$ cat config.mk
export PLATFORM = sky130hd
export DESIGN_NAME = hififo_pcie
export DESIGN_NICKNAME = d
export VERILOG_FILES = /design/src/logic/hififo_pkg.sv /design/src/logic/hififo_pio_if.sv /design/src/logic/hififo_cpl_if.sv /design/src/logic/pcie_rx.sv /design/src/logic/hififo_regs.sv /design/src/logic/pcie_tx.sv /design/src/logic/hififo_pcie.sv
export VERILOG_INCLUDE_DIRS = /design/src /design/src/include
export SDC_FILE = /design/constraint.sdc
export NUM_CORES = 1
export LEC_CHECK = 0
export ABC_AREA = 1
export ABC_CLOCK_PERIOD_IN_PS = 5650
export BUFFER_PORTS_ARGS = -buffer_cell sky130_fd_sc_hd__buf_4
export CAP_MARGIN = 20
export CORE_MARGIN = 2
export CORE_UTILIZATION = 45
export CTS_CLUSTER_DIAMETER = 30
export DETAILED_ROUTE_END_ITERATION = 7
export GPL_TIMING_DRIVEN = 0
export PLACE_DENSITY_LB_ADDON = 0.25
export SLEW_MARGIN = 20
export SYNTH_ARGS = -nofsm -noshare
export SYNTH_HDL_FRONTEND = slang
export SYNTH_SLANG_ARGS = --single-unit
$ cat constraint.sdc
create_clock -name clock -period 5.65 [get_ports clock]
set_clock_uncertainty 0.1 [all_clocks]
set_input_delay 1.13 -clock clock [delete_from_list [all_inputs] [get_ports clock]]
set_output_delay 1.13 -clock clock [all_outputs]
set_load 0.05 [all_outputs]
$ cat src/include/hififo_settings.svh
`ifndef HIFIFO_SETTINGS_SVH
`define HIFIFO_SETTINGS_SVH

// value returned from register 0
`define HIFIFO_ID 64'd253

// register word address, taken from DW2 bits 15:3
`define HIFIFO_ADDR_W 13

// external event lines
`define HIFIFO_IRQ_W 4

// register map
`define HIFIFO_REG_ID `HIFIFO_ADDR_W'd0
`define HIFIFO_REG_COUNT `HIFIFO_ADDR_W'd1
`define HIFIFO_REG_STATUS `HIFIFO_ADDR_W'd2
`define HIFIFO_REG_SCRATCH `HIFIFO_ADDR_W'd3
`define HIFIFO_REG_MASK `HIFIFO_ADDR_W'd255

`endif

$ cat src/logic/hififo_pkg.sv
package hififo_pkg;

   // fmt[1:0] and type[4:0] of the supported TLPs
   typedef enum logic [6:0] {
      tlp_mrd32 = 7'b00_00000,
      tlp_mwr32 = 7'b10_00000,
      tlp_cpld  = 7'b10_01010
   } tlp_fmt_type_t;

   // header DW0, bit 31 first
   typedef struct packed {
      logic          rsvd_31;
      tlp_fmt_type_t fmt_type;
      logic          rsvd_23;
      logic [2:0]    tc;
      logic [3:0]    rsvd_19_16;
      logic          td;
      logic          ep;
      logic [1:0]    attr;
      logic [1:0]    at;
      logic [9:0]    length;
   } tlp_dw0_t;

   // what a read request needs to be answered
   typedef struct packed {
      logic [15:0] requester_id;
      logic [7:0]  tag;
      logic [6:0]  lower_addr;
   } req_info_t;

   // completion DW1
   typedef struct packed {
      logic [15:0] completer_id;
      logic [2:0]  status;
      logic        bcm;
      logic [11:0] byte_count;
   } cpl_dw1_t;

endpackage

$ cat src/logic/hififo_pio_if.sv
`timescale 1ns/1ps
`include "hififo_settings.svh"

// decoded register accesses from the rx parser
interface hififo_pio_if;
   logic                      write_valid;
   logic                      read_valid;
   logic [`HIFIFO_ADDR_W-1:0] address;
   logic [63:0]               data;
   hififo_pkg::req_info_t     info;

   modport parser
   (
      output write_valid,
      output read_valid,
      output address,
      output data,
      output info
   );

   modport regs
   (
      input write_valid,
      input read_valid,
      input address,
      input data,
      input info
   );
endinterface

$ cat src/logic/hififo_cpl_if.sv
`timescale 1ns/1ps

// read results on their way to the completion builder
interface hififo_cpl_if;
   logic                  rc_done;
   logic [63:0]           rc_data;
   hififo_pkg::req_info_t rc_info;
   // queue full, pulses arriving now are dropped
   logic                  busy;

   modport regs
   (
      output rc_done,
      output rc_data,
      output rc_info
   );

   modport builder
   (
      input  rc_done,
      input  rc_data,
      input  rc_info,
      output busy
   );
endinterface

$ cat src/logic/pcie_rx.sv
`timescale 1ns/1ps
`include "hififo_settings.svh"

module pcie_rx
(
   input  logic                clock,
   input  logic                rst_n,
   input  logic                tvalid,
   input  logic                tlast,
   input  logic [63:0]         tdata,
   hififo_pio_if.parser        pio
);

   // position inside the current TLP
   logic [1:0] beat;

   // DW0 of the TLP in flight
   hififo_pkg::tlp_dw0_t hdr_q;

   logic len_ok;
   logic write_ok;
   logic read_ok;

   assign len_ok = hdr_q.length == 10'd2;

   // write ends on beat 2, read on beat 1
   assign write_ok = (beat == 2'd2) && len_ok && (hdr_q.fmt_type == hififo_pkg::tlp_mwr32);
   assign read_ok  = (beat == 2'd1) && len_ok && (hdr_q.fmt_type == hififo_pkg::tlp_mrd32);

   always_ff @(posedge clock or negedge rst_n)
   begin
      if (!rst_n)
      begin
         beat            <= 2'd0;
         pio.write_valid <= 1'b0;
         pio.read_valid  <= 1'b0;
      end
      else
      begin
         pio.write_valid <= tvalid && tlast && write_ok;
         pio.read_valid  <= tvalid && tlast && read_ok;
         if (tvalid)
         begin
            if (tlast)
            begin
               beat <= 2'd0;
            end
            else if (beat != 2'd3)
            begin
               // long TLPs park here until tlast
               beat <= beat + 2'd1;
            end
         end
      end
   end

   // header and payload capture
   always_ff @(posedge clock)
   begin
      if (tvalid)
      begin
         case (beat)
            2'd0:
            begin
               hdr_q                 <= hififo_pkg::tlp_dw0_t'(tdata[31:0]);
               pio.info.requester_id <= tdata[63:48];
               pio.info.tag          <= tdata[47:40];
            end
            2'd1:
            begin
               pio.address         <= tdata[`HIFIFO_ADDR_W+2:3];
               pio.info.lower_addr <= tdata[6:0];
               pio.data[31:0]      <= tdata[63:32];
            end
            2'd2:
            begin
               pio.data[63:32] <= tdata[31:0];
            end
            default:
            begin
               // trailing beats of ignored TLPs
            end
         endcase
      end
   end

endmodule

$ cat src/logic/hififo_regs.sv
`timescale 1ns/1ps
`include "hififo_settings.svh"

module hififo_regs
(
   input  logic                     clock,
   input  logic                     rst_n,
   input  logic [`HIFIFO_IRQ_W-1:0] events,
   output logic                     interrupt_out,
   hififo_pio_if.regs               pio,
   hififo_cpl_if.regs               cpl
);

   logic [63:0]               count;
   logic [63:0]               scratch;
   logic [`HIFIFO_IRQ_W-1:0]  mask;
   logic [`HIFIFO_IRQ_W-1:0]  status;
   logic [`HIFIFO_IRQ_W-1:0]  events_q;

   logic write_id;
   logic status_clear;

   assign write_id     = pio.write_valid && (pio.address == `HIFIFO_REG_ID);
   assign status_clear = pio.read_valid && (pio.address == `HIFIFO_REG_ID);

   always_ff @(posedge clock or negedge rst_n)
   begin
      if (!rst_n)
      begin
         count         <= 64'd0;
         scratch       <= 64'd0;
         mask          <= '0;
         status        <= '0;
         events_q      <= '0;
         interrupt_out <= 1'b0;
         cpl.rc_done   <= 1'b0;
      end
      else
      begin
         count    <= count + 64'd1;
         events_q <= events;
         // edge on any enabled line, or a software kick
         interrupt_out <= (|(mask & (events ^ events_q))) || (write_id && pio.data[0]);
         status        <= status_clear ? '0 : (status | events);
         cpl.rc_done   <= pio.read_valid;
         if (pio.write_valid)
         begin
            if (pio.address == `HIFIFO_REG_SCRATCH)
            begin
               scratch <= pio.data;
            end
            if (pio.address == `HIFIFO_REG_MASK)
            begin
               mask <= pio.data[`HIFIFO_IRQ_W-1:0];
            end
         end
      end
   end

   // read data travels with the request info
   always_ff @(posedge clock)
   begin
      if (pio.read_valid)
      begin
         cpl.rc_info <= pio.info;
         case (pio.address)
            `HIFIFO_REG_ID:      cpl.rc_data <= `HIFIFO_ID;
            `HIFIFO_REG_COUNT:   cpl.rc_data <= count;
            `HIFIFO_REG_STATUS:  cpl.rc_data <= {{(64 - `HIFIFO_IRQ_W){1'b0}}, status};
            `HIFIFO_REG_SCRATCH: cpl.rc_data <= scratch;
            default:             cpl.rc_data <= 64'd0;
         endcase
      end
   end

endmodule

$ cat src/logic/pcie_tx.sv
`timescale 1ns/1ps

module pcie_tx
(
   input  logic         clock,
   input  logic         rst_n,
   input  logic [15:0]  pci_id,
   hififo_cpl_if.builder cpl,
   input  logic         tready,
   output logic [63:0]  tdata,
   output logic         tvalid,
   output logic         tlast,
   output logic         one_dw
);

   typedef enum logic [1:0] {
      beat_hdr,
      beat_data,
      beat_last
   } beat_t;

   beat_t state;

   // two-entry completion queue
   logic [63:0]           q_data [2];
   hififo_pkg::req_info_t q_info [2];
   logic                  wr_ptr;
   logic                  rd_ptr;
   logic [1:0]            q_count;

   logic push;
   logic pop;

   hififo_pkg::tlp_dw0_t  cpl_dw0;
   hififo_pkg::cpl_dw1_t  cpl_dw1;
   logic [31:0]           cpl_dw2;
   logic [63:0]           head_data;
   hififo_pkg::req_info_t head_info;

   assign cpl.busy = q_count == 2'd2;
   assign push     = cpl.rc_done && !cpl.busy;
   assign pop      = tvalid && tready && (state == beat_last);

   assign head_data = q_data[rd_ptr];
   assign head_info = q_info[rd_ptr];

   always_ff @(posedge clock)
   begin
      if (push)
      begin
         q_data[wr_ptr] <= cpl.rc_data;
         q_info[wr_ptr] <= cpl.rc_info;
      end
   end

   always_ff @(posedge clock or negedge rst_n)
   begin
      if (!rst_n)
      begin
         wr_ptr  <= 1'b0;
         rd_ptr  <= 1'b0;
         q_count <= 2'd0;
         state   <= beat_hdr;
      end
      else
      begin
         if (push)
         begin
            wr_ptr <= ~wr_ptr;
         end
         if (pop)
         begin
            rd_ptr <= ~rd_ptr;
         end
         q_count <= q_count + {1'b0, push} - {1'b0, pop};
         if (tvalid && tready)
         begin
            case (state)
               beat_hdr:  state <= beat_data;
               beat_data: state <= beat_last;
               default:   state <= beat_hdr;
            endcase
         end
      end
   end

   // completion header, always 2 DW and 8 bytes
   always_comb
   begin
      cpl_dw0          = '0;
      cpl_dw0.fmt_type = hififo_pkg::tlp_cpld;
      cpl_dw0.length   = 10'd2;
      cpl_dw1.completer_id = pci_id;
      cpl_dw1.status       = 3'b000;
      cpl_dw1.bcm          = 1'b0;
      cpl_dw1.byte_count   = 12'd8;
      cpl_dw2 = {head_info.requester_id, head_info.tag, 1'b0, head_info.lower_addr};
   end

   assign tvalid = q_count != 2'd0;
   assign tlast  = state == beat_last;
   assign one_dw = state == beat_last;

   always_comb
   begin
      case (state)
         beat_hdr:  tdata = {cpl_dw1, cpl_dw0};
         beat_data: tdata = {head_data[31:0], cpl_dw2};
         default:   tdata = {32'd0, head_data[63:32]};
      endcase
   end

endmodule

$ cat src/logic/hififo_pcie.sv
`timescale 1ns/1ps
`include "hififo_settings.svh"

module hififo_pcie
(
   input  logic                     clock,
   input  logic                     rst_n,
   input  logic [15:0]              pci_id,
   // rx stream from the hard core
   input  logic                     rx_tvalid,
   input  logic                     rx_tlast,
   input  logic [63:0]              rx_tdata,
   // tx stream to the hard core
   input  logic                     tx_tready,
   output logic [63:0]              tx_tdata,
   output logic                     tx_tvalid,
   output logic                     tx_tlast,
   output logic                     tx_1dw,
   // events and interrupt
   input  logic [`HIFIFO_IRQ_W-1:0] irq_events,
   output logic                     interrupt_out
);

   hififo_pio_if pio();
   hififo_cpl_if cpl();

   pcie_rx rx
   (
      .clock  (clock),
      .rst_n  (rst_n),
      .tvalid (rx_tvalid),
      .tlast  (rx_tlast),
      .tdata  (rx_tdata),
      .pio    (pio.parser)
   );

   hififo_regs regs
   (
      .clock         (clock),
      .rst_n         (rst_n),
      .events        (irq_events),
      .interrupt_out (interrupt_out),
      .pio           (pio.regs),
      .cpl           (cpl.regs)
   );

   pcie_tx tx
   (
      .clock  (clock),
      .rst_n  (rst_n),
      .pci_id (pci_id),
      .cpl    (cpl.builder),
      .tready (tx_tready),
      .tdata  (tx_tdata),
      .tvalid (tx_tvalid),
      .tlast  (tx_tlast),
      .one_dw (tx_1dw)
   );

endmodule

==> results of run 1 <==
-- stage by stage --
stage / instance area [um2] / cells / TNS [ns]
2_1_floorplan: 21800 / 1786 / 0
3_3_place_gp: 23700 / 2557 / -397.58
3_5_place_dp: 24000 / 2569 / 0
4_1_cts: 27500 / 2762 / 0
5_1_grt: 27500 / 2762 / 0
6_report: 27500 / 2763 / 0
-- sequential cells by signal (all words and copies together) (netlist names), 2 cells and up --
signal,flops
rx.hdr_q,17
regs.cpl.rc_info,31
regs.count,64
regs.scratch,64
rx.beat,2
regs.mask,4
tx.q_data,128
tx.q_count,2
regs.status,4
tx.q_info,62
regs.cpl.rc_data,64
tx.state,2
rx.pio.info,30
regs.events_q,4
rx.pio.data,64
rx.pio.address,10
-- routing by layer --
layer,wire (um),track usage,vias to the layer above,part of all wire
li1,-,-,6733,-
met1,24800,0.321,7083,0.42
met2,28600,0.391,536,0.48
met3,4520,0.0535,96,0.076
met4,1410,0.0843,0,0.024
met5,0,0,-,0
-- power groups by stage --
stage / Combinational [mW] / Clock (mW) / Sequential [mW]
6_report: 2.58 / 6.05 / 4.52
5_1_grt: 2.71 / 6.32 / 4.52
4_1_cts: 2.60 / 6.12 / 4.52
3_5_place_dp: 2.59 / 0 / 4.59
3_3_place_gp: 2.57 / 0 / 4.60
2_1_floorplan: 1.65 / 0 / 4.58
-- worst max-delay path, delay by kind of cell (launching register included) --
family / cells / cell delay, ns
buffers and inverters: 4 / 0.99
AO/OA/AOI/OAI: 1 / 0.60
flip-flops: 1 / 0.35
AND/OR/NAND/NOR: 1 / 0.20
-- Yosys cell counts, drive strengths merged --
cell,n,area share
a21boi,1,0.00034
a21oi,19,0.0044
a31oi,1,0.00029
a32o,4,0.0018
buf,37,0.011
clkbuf,25,0.0043
clkinv,1,0.00017
dfrtp,152,0.17
edfxtp,406,0.56
ha,7,0.0040
inv,167,0.029
nand2,373,0.065
nand3,37,0.0085
nand3b,1,0.00034
nand4,15,0.0043
nor2,270,0.049
nor3,4,0.00092
nor4,2,0.00057
o211ai,5,0.0017
o21ai,128,0.033
o22ai,51,0.015
o32ai,43,0.017
or2,3,0.00086
xnor2,5,0.0020
xor2,29,0.012
-- area by class of cell --
class,count,area (um2),share of cell area
flip-flops and latches,558,16000,0.581
multi-input cells,998,4830,0.175
clock buffers,117,2650,0.0962
repair buffers,168,1480,0.0537
clock inverters,76,840,0.0305
well taps,615,769,0.0279
inverters,168,636,0.0231
plain buffers,62,335,0.0122
diodes,1,2.50,0.0000909
-- cell families after synthesis --
group	after synthesis	share of synthesized area
and+or+nand+nor	705	0.130
xor gates and xnor gates	34	0.0137
DFF	558	0.735
buffers and inverters	230	0.0444
adders and majority gates	7	0.00402
AOI/OAI and AO/OA	252	0.0732
-- cell usage in the layout, fill, tap and decap left out, drive strengths merged --
master / synthesis / layout
edfxtp: 406 / 406
nand2: 373 / 373
nor2: 270 / 270
buf: 37 / 205
inv: 167 / 182
dfrtp: 152 / 152
clkbuf: 25 / 142
o21ai: 128 / 128
o22ai: 51 / 51
o32ai: 43 / 43
clkinv: 1 / 38
nand3: 37 / 37
xor2: 29 / 29
a21oi: 19 / 19
nand4: 15 / 15
clkinvlp: 0 / 13
bufinv: 0 / 11
ha: 7 / 7
o211ai: 5 / 5
xnor2: 5 / 5
a32o: 4 / 4
nor3: 4 / 4
or2: 3 / 3
nor4: 2 / 2
diode: 0 / 1
a31oi: 1 / 1
nand3b: 1 / 1
a21boi: 1 / 1
-- how the worst max path moves through the flow --
stage / start / end / slack, ns / cells after the start
finish: tx.state[1] / tx_tdata[9] / 1.64 / 6
global route: tx.state[1] / tx_tdata[9] / 1.54 / 6
CTS: tx.state[1] / tx_tdata[9] / 1.56 / 6
detailed placement: tx.state[1] / tx_tdata[9] / 2.25 / 6
global placement: tx.q_count[1] / tx.q_info[1][19] / -2.11 / 3
floorplan: tx.q_count[1] / tx.q_data[1][0] / 0.45 / 3
==> flow_results.xml, run 1 <==
<?xml version="1.0" encoding="UTF-8"?>
<metrics>
  <group name="cts">
    <metric name="numClockSinks" unit="">558</metric>
    <metric name="cts_tree" unit="">done</metric>
    <metric name="post_cts_resize_count" unit="">0</metric>
    <metric name="post_cts.repair.setup_buffers" unit="">0</metric>
    <metric name="cts_max_path_buffers" unit="">3</metric>
    <metric name="clkTransAtPathRegs" unit="ns">0.05</metric>
    <metric name="post_cts_hold_buffer_count" unit="">0</metric>
    <metric name="root_buffer" unit="">clkbuf_16</metric>
    <metric name="count_of_h_tree_levels_built_during_cts" unit="">3</metric>
    <metric name="cts_inserted_buffers" unit="">102</metric>
    <metric name="clock_insertion_delay_worst_skew" unit="ns">0.65</metric>
  </group>
  <group name="detailed_routing">
    <metric name="drt_wl_total" unit="um">59300</metric>
    <metric name="antenna_violating_nets_post_route" unit="">0</metric>
    <metric name="via_per_inst" unit="">5.23</metric>
    <metric name="post_drt_wl_per_cell" unit="um">21.5</metric>
    <metric name="drt_pre_antenna_iters" unit="">6</metric>
    <metric name="dr_total_vias" unit="">14400</metric>
    <metric name="drtIter0Drc" unit="">1297</metric>
    <metric name="drc_errors_left" unit="">0</metric>
  </group>
  <group name="yosys">
    <metric name="syn_inst" unit="">1786</metric>
    <metric name="syn_avg_cell_area" unit="um2">12.2</metric>
    <metric name="syn_nets" unit="">1882</metric>
    <metric name="yosysUniqueCellTypes" unit="">34</metric>
    <metric name="synth.cell_area" unit="mm2">0.0218</metric>
    <metric name="yosysWarningCount" unit="">0</metric>
    <metric name="seq_area_frac_synth" unit="">0.735</metric>
    <metric name="ys_seq_elements" unit="">558</metric>
  </group>
  <group name="floorplanning">
    <metric name="die-width" unit="um">224</metric>
    <metric name="fp-row-count" unit="">80</metric>
    <metric name="dieHeight" unit="um">224</metric>
    <metric name="floorplan.initialDensity" unit="">0.456</metric>
    <metric name="io-pin-count" unit="">157</metric>
    <metric name="core_region_area" unit="mm2">0.0477</metric>
    <metric name="die_area" unit="mm2">0.0502</metric>
  </group>
  <group name="global_routing">
    <metric name="grt_pass1_wl" unit="um">88000</metric>
    <metric name="grt_start_max_net_pins" unit="">84</metric>
    <metric name="grt-ovfl-total" unit="">0</metric>
    <metric name="grt_antenna_before_repair" unit="">4</metric>
    <metric name="number_of_global_route_vias_before_repair" unit="">14500</metric>
    <metric name="gr-usage-all-layers" unit="">0.241</metric>
  </group>
  <group name="critical_path">
    <metric name="largest_fanout_on_the_critical_path" unit="">10</metric>
    <metric name="critical_path.max_stage_delay" unit="ns">0.60</metric>
    <metric name="r2r_end" unit="">regs.cpl.rc_data[45]</metric>
    <metric name="worst_path_max_delay_cell" unit="">o32ai_1</metric>
    <metric name="r2r_setup_slack" unit="ns">3.07</metric>
    <metric name="worst_ep_arrival_time" unit="ns">2.78</metric>
    <metric name="critPathLaunchType" unit="">flop</metric>
    <metric name="regToRegStartpoint" unit="">rx.pio.address[11]</metric>
    <metric name="critPathCaptureType" unit="">output port</metric>
    <metric name="cp_data_required_time" unit="ns">4.42</metric>
    <metric name="critPathKind" unit="">flop to output port</metric>
    <metric name="crit_chain" unit="">buf_2, inv_1, nand2_1, clkbuf_1, o32ai_1, buf_4</metric>
    <metric name="r2r.worst_path.cells" unit="">7</metric>
  </group>
  <group name="sta">
    <metric name="timing.final.hold_violations" unit="">0</metric>
    <metric name="fmax" unit="MHz">250</metric>
    <metric name="period_needed" unit="ns">4.01</metric>
    <metric name="hold_slack" unit="ns">0.301</metric>
    <metric name="rsz_0062_raised_after_global_routing" unit="">no</metric>
    <metric name="fin_crit_sh" unit="">0.709</metric>
    <metric name="setup_violations" unit="">0</metric>
    <metric name="tightestPinTransition" unit="ns">0.844</metric>
    <metric name="maxSlewHeadroom" unit="">0.438</metric>
    <metric name="timing.final.max_slew_violations" unit="">0</metric>
    <metric name="final.setup.worst_slack" unit="ns">1.64</metric>
  </group>
  <group name="layout">
    <metric name="flow.area_growth_from_synthesis" unit="%">26.5</metric>
    <metric name="fillerInstances" unit="">3895</metric>
    <metric name="fin_nets" unit="">2154</metric>
    <metric name="final_util" unit="">0.577</metric>
    <metric name="drive_above_1_share" unit="">0.202</metric>
  </group>
  <group name="min_path">
    <metric name="hold_path_class" unit="">flop to flop</metric>
    <metric name="worst_hold_path.num_cells" unit="">0</metric>
    <metric name="hold-path-endpoint" unit="">regs.cpl.rc_info[18]</metric>
    <metric name="min-delay-start" unit="">rx.pio.info[18]</metric>
  </group>
  <group name="placed_design">
    <metric name="place_ws" unit="ns">2.25</metric>
    <metric name="dp_hpwl" unit="um">42600</metric>
    <metric name="routabilityCongestion" unit="">0.937</metric>
    <metric name="place.port_buffers" unit="">156</metric>
  </group>
  <group name="run_status">
    <metric name="status" unit="">complete, no violations</metric>
  </group>
  <group name="pwr">
    <metric name="net-switching-power" unit="mW">4.10</metric>
    <metric name="static-leakage-power" unit="nW">9.79</metric>
    <metric name="p_int" unit="mW">9.04</metric>
    <metric name="comb_power_share" unit="">0.196</metric>
    <metric name="max-vdd-ir-drop" unit="uV">288</metric>
    <metric name="p_per_area" unit="mW/mm2">477</metric>
    <metric name="overall_power_after_layout" unit="mW">13.1</metric>
    <metric name="power.sequential.fraction" unit="">0.344</metric>
    <metric name="p_sw_frac" unit="">0.312</metric>
    <metric name="clkPwrFrac" unit="">0.460</metric>
  </group>
  <group name="run">
    <metric name="maxCapViolations" unit="">0</metric>
  </group>
</metrics>
No activity file was read; power rests on OpenSTA's default activity.
==> run 2, diff against run 1 <==
--- a/config.mk
+++ b/config.mk
@@ -7,7 +7,7 @@
 export NUM_CORES = 1
 export LEC_CHECK = 0
 export ABC_AREA = 1
-export ABC_CLOCK_PERIOD_IN_PS = 5650
+export ABC_CLOCK_PERIOD_IN_PS = 3380
 export BUFFER_PORTS_ARGS = -buffer_cell sky130_fd_sc_hd__buf_4
 export CAP_MARGIN = 20
 export CORE_MARGIN = 2
==> constraint.sdc (replaced) <==
create_clock -name clock -period 3.38 [get_ports clock]
set_clock_uncertainty 0.1 [all_clocks]
set_input_delay 0.676 -clock clock [delete_from_list [all_inputs] [get_ports clock]]
set_output_delay 0.676 -clock clock [all_outputs]
set_load 0.05 [all_outputs]
==> flow_results.xml, run 2 (same netlist as run 1, synthesis figures left out) <==
<?xml version="1.0" encoding="UTF-8"?>
<metrics>
  <group name="placed_design">
    <metric name="detailed_place.area" unit="mm2">0.0241</metric>
    <metric name="routabilityCongestion" unit="">0.917</metric>
    <metric name="dp_hpwl" unit="um">42100</metric>
    <metric name="place.port_buffers" unit="">156</metric>
  </group>
  <group name="floorplanning">
    <metric name="dieHeight" unit="um">224</metric>
    <metric name="fp-row-count" unit="">80</metric>
    <metric name="io-pin-count" unit="">157</metric>
    <metric name="core_region_area" unit="mm2">0.0477</metric>
    <metric name="die_area" unit="mm2">0.0502</metric>
    <metric name="floorplan.initialDensity" unit="">0.456</metric>
    <metric name="die-width" unit="um">224</metric>
  </group>
  <group name="detailed_routing">
    <metric name="drt_wl_total" unit="um">59500</metric>
    <metric name="antenna_violating_nets_post_route" unit="">0</metric>
    <metric name="post_drt_wl_per_cell" unit="um">21.5</metric>
    <metric name="drt_pre_antenna_iters" unit="">6</metric>
    <metric name="drtIter0Drc" unit="">1281</metric>
    <metric name="dr_total_vias" unit="">14400</metric>
    <metric name="drc_errors_left" unit="">0</metric>
    <metric name="via_per_inst" unit="">5.20</metric>
  </group>
  <group name="critical_path">
    <metric name="largest_fanout_on_the_critical_path" unit="">10</metric>
    <metric name="critical_path.max_stage_delay" unit="ns">0.62</metric>
    <metric name="critPathCaptureType" unit="">output port</metric>
    <metric name="critPathLaunchType" unit="">flop</metric>
    <metric name="worst_path_max_delay_cell" unit="">buf_1</metric>
    <metric name="cp_data_required_time" unit="ns">2.60</metric>
    <metric name="r2r_setup_slack" unit="ns">0.83</metric>
    <metric name="critPathKind" unit="">flop to output port</metric>
    <metric name="crit_chain" unit="">buf_2, buf_1, o21ai_0, o32ai_2, buf_4</metric>
    <metric name="worst_ep_arrival_time" unit="ns">2.53</metric>
  </group>
  <group name="global_routing">
    <metric name="grt_antenna_before_repair" unit="">1</metric>
    <metric name="grt-ovfl-total" unit="">0</metric>
    <metric name="gr-usage-all-layers" unit="">0.242</metric>
    <metric name="grt_pass1_wl" unit="um">88700</metric>
    <metric name="number_of_global_route_vias_before_repair" unit="">14500</metric>
    <metric name="grt_start_max_net_pins" unit="">89</metric>
  </group>
  <group name="cts">
    <metric name="cts_tree" unit="">done</metric>
    <metric name="numClockSinks" unit="">558</metric>
    <metric name="count_of_h_tree_levels_built_during_cts" unit="">3</metric>
    <metric name="cts_inserted_buffers" unit="">106</metric>
    <metric name="cts_max_path_buffers" unit="">3</metric>
    <metric name="post_cts.repair.setup_buffers" unit="">0</metric>
    <metric name="clkTransAtPathRegs" unit="ns">0.05</metric>
    <metric name="root_buffer" unit="">clkbuf_16</metric>
    <metric name="clock_insertion_delay_worst_skew" unit="ns">0.64</metric>
  </group>
  <group name="layout">
    <metric name="drive_above_1_share" unit="">0.219</metric>
    <metric name="layout_commonest_cell" unit="">edfxtp_1</metric>
    <metric name="largest_register" unit="">tx.q_data</metric>
    <metric name="largest_reg_flops" unit="">128</metric>
    <metric name="fillerInstances" unit="">3782</metric>
    <metric name="most-common-layout-cells" unit="">406 x edfxtp_1, 364 x nand2_1, 254 x nor2_1</metric>
    <metric name="fin_nets" unit="">2160</metric>
    <metric name="stdcell_area" unit="mm2">0.0280</metric>
    <metric name="n_antenna_cell" unit="">0</metric>
    <metric name="flow.area_growth_from_synthesis" unit="%">28.5</metric>
  </group>
  <group name="run">
    <metric name="maxCapViolations" unit="">0</metric>
  </group>
  <group name="min_path">
    <metric name="hold_path_class" unit="">input pin to flop</metric>
  </group>
  <group name="sta">
    <metric name="hold_slack" unit="ns">0.0761</metric>
    <metric name="rsz_0062_raised_after_global_routing" unit="">yes</metric>
    <metric name="tightestPinTransition" unit="ns">0.814</metric>
    <metric name="setup_violations" unit="">0</metric>
    <metric name="timing.final.hold_violations" unit="">0</metric>
    <metric name="timing.final.max_slew_violations" unit="">0</metric>
    <metric name="fin_crit_sh" unit="">0.977</metric>
    <metric name="maxSlewHeadroom" unit="">0.458</metric>
    <metric name="fmax" unit="MHz">303</metric>
    <metric name="period_needed" unit="ns">3.30</metric>
  </group>
  <group name="run_status">
    <metric name="status" unit="">complete, no violations</metric>
  </group>
  <group name="pwr">
    <metric name="p_sw_frac" unit="">0.304</metric>
    <metric name="power.sequential.fraction" unit="">0.330</metric>
    <metric name="clkPwrFrac" unit="">0.478</metric>
    <metric name="max-vdd-ir-drop" unit="uV">453</metric>
    <metric name="p_per_area" unit="mW/mm2">818</metric>
    <metric name="net-switching-power" unit="mW">6.95</metric>
    <metric name="overall_power_after_layout" unit="mW">22.9</metric>
    <metric name="static-leakage-power" unit="nW">10.0</metric>
    <metric name="comb_power_share" unit="">0.192</metric>
    <metric name="p_int" unit="mW">15.9</metric>
  </group>
</metrics>
## run 2: changes by cell type in the layout (fill, tap and decap cells not counted), sizes merged
cell / previous run / this run
dlygate4sd3: 0 / 1
clkbuf: 142 / 143
buf: 205 / 207
clkinvlp: 13 / 14
inv: 182 / 181
diode: 1 / 0
bufinv: 11 / 18
## run 2: power by group through the flow
| stage | Clock, mW | Combinational, mW | Sequential (mW) |
|---|---|---|---|
| after floorplan | 0 | 2.76 | 7.66 |
| after global placement | 0 | 4.28 | 7.68 |
| after detailed placement | 0 | 4.32 | 7.68 |
| after CTS | 11.1 | 4.42 | 7.56 |
| after global routing | 11.5 | 4.62 | 7.56 |
| final | 11.0 | 4.39 | 7.56 |
## run 2: through the flow
stage,worst slack (ns),setup TNS (ns),std cells,util
CTS,-0.00644,-0.00644,2773,0.586
floorplan,-0.247,-45.29,1786,-
finish,0.0772,0,2773,0.586
detailed placement,0.397,0,2570,0.504
global placement,-1.78,-418.36,2557,0.497
global route,-0.0572,-0.151,2773,0.586
## run 2: worst max-delay path, delay by kind of cell, from the launching register on
kind	cells	cell delay [ns]
AO/OA/AOI/OAI	2	0.49
flip-flops	1	0.31
buffers and inverters	3	1.08
## run 2: worst paths after layout
kind,startpoint,to,depth (start not counted)
min in group asynchronous,rst_n,regs.mask[1],2
max,tx.state[1],tx_tdata[23],5
min,irq_events[1],regs.events_q[1],1
max in group asynchronous,rst_n,regs.scratch[21],3
max reg2reg,rx.pio.address[11],regs.cpl.rc_data[45],7
min reg2reg,rx.pio.info[29],regs.cpl.rc_info[29],0
## run 2: repair_timing
item                                    in CTS  in global routing
hold buffers                                 1                  0
endpoints found under the setup margin      18                 26
hold endpoints to repair                    64                  0
resized for setup                           16                  9
## run 2: per-layer routing
metal / track usage / routed length (um) / vias to the layer above
met5: 0 / 0 / -
met4: 0.0791 / 1280 / 0
met3: 0.0459 / 3470 / 94
met2: 0.398 / 29200 / 450
met1: 0.325 / 25600 / 7127
li1: - / - / 6749
## run 2: layout make-up
cell class,instances,area [um2],area share
repair buffers,170,1520,0.0542
inverters,168,633,0.0226
well taps,615,769,0.0275
clock inverters,83,1060,0.0378
multi-input cells,998,4910,0.175
clock buffers,119,2750,0.0984
flip-flops and latches,558,16000,0.572
plain buffers,62,349,0.0125
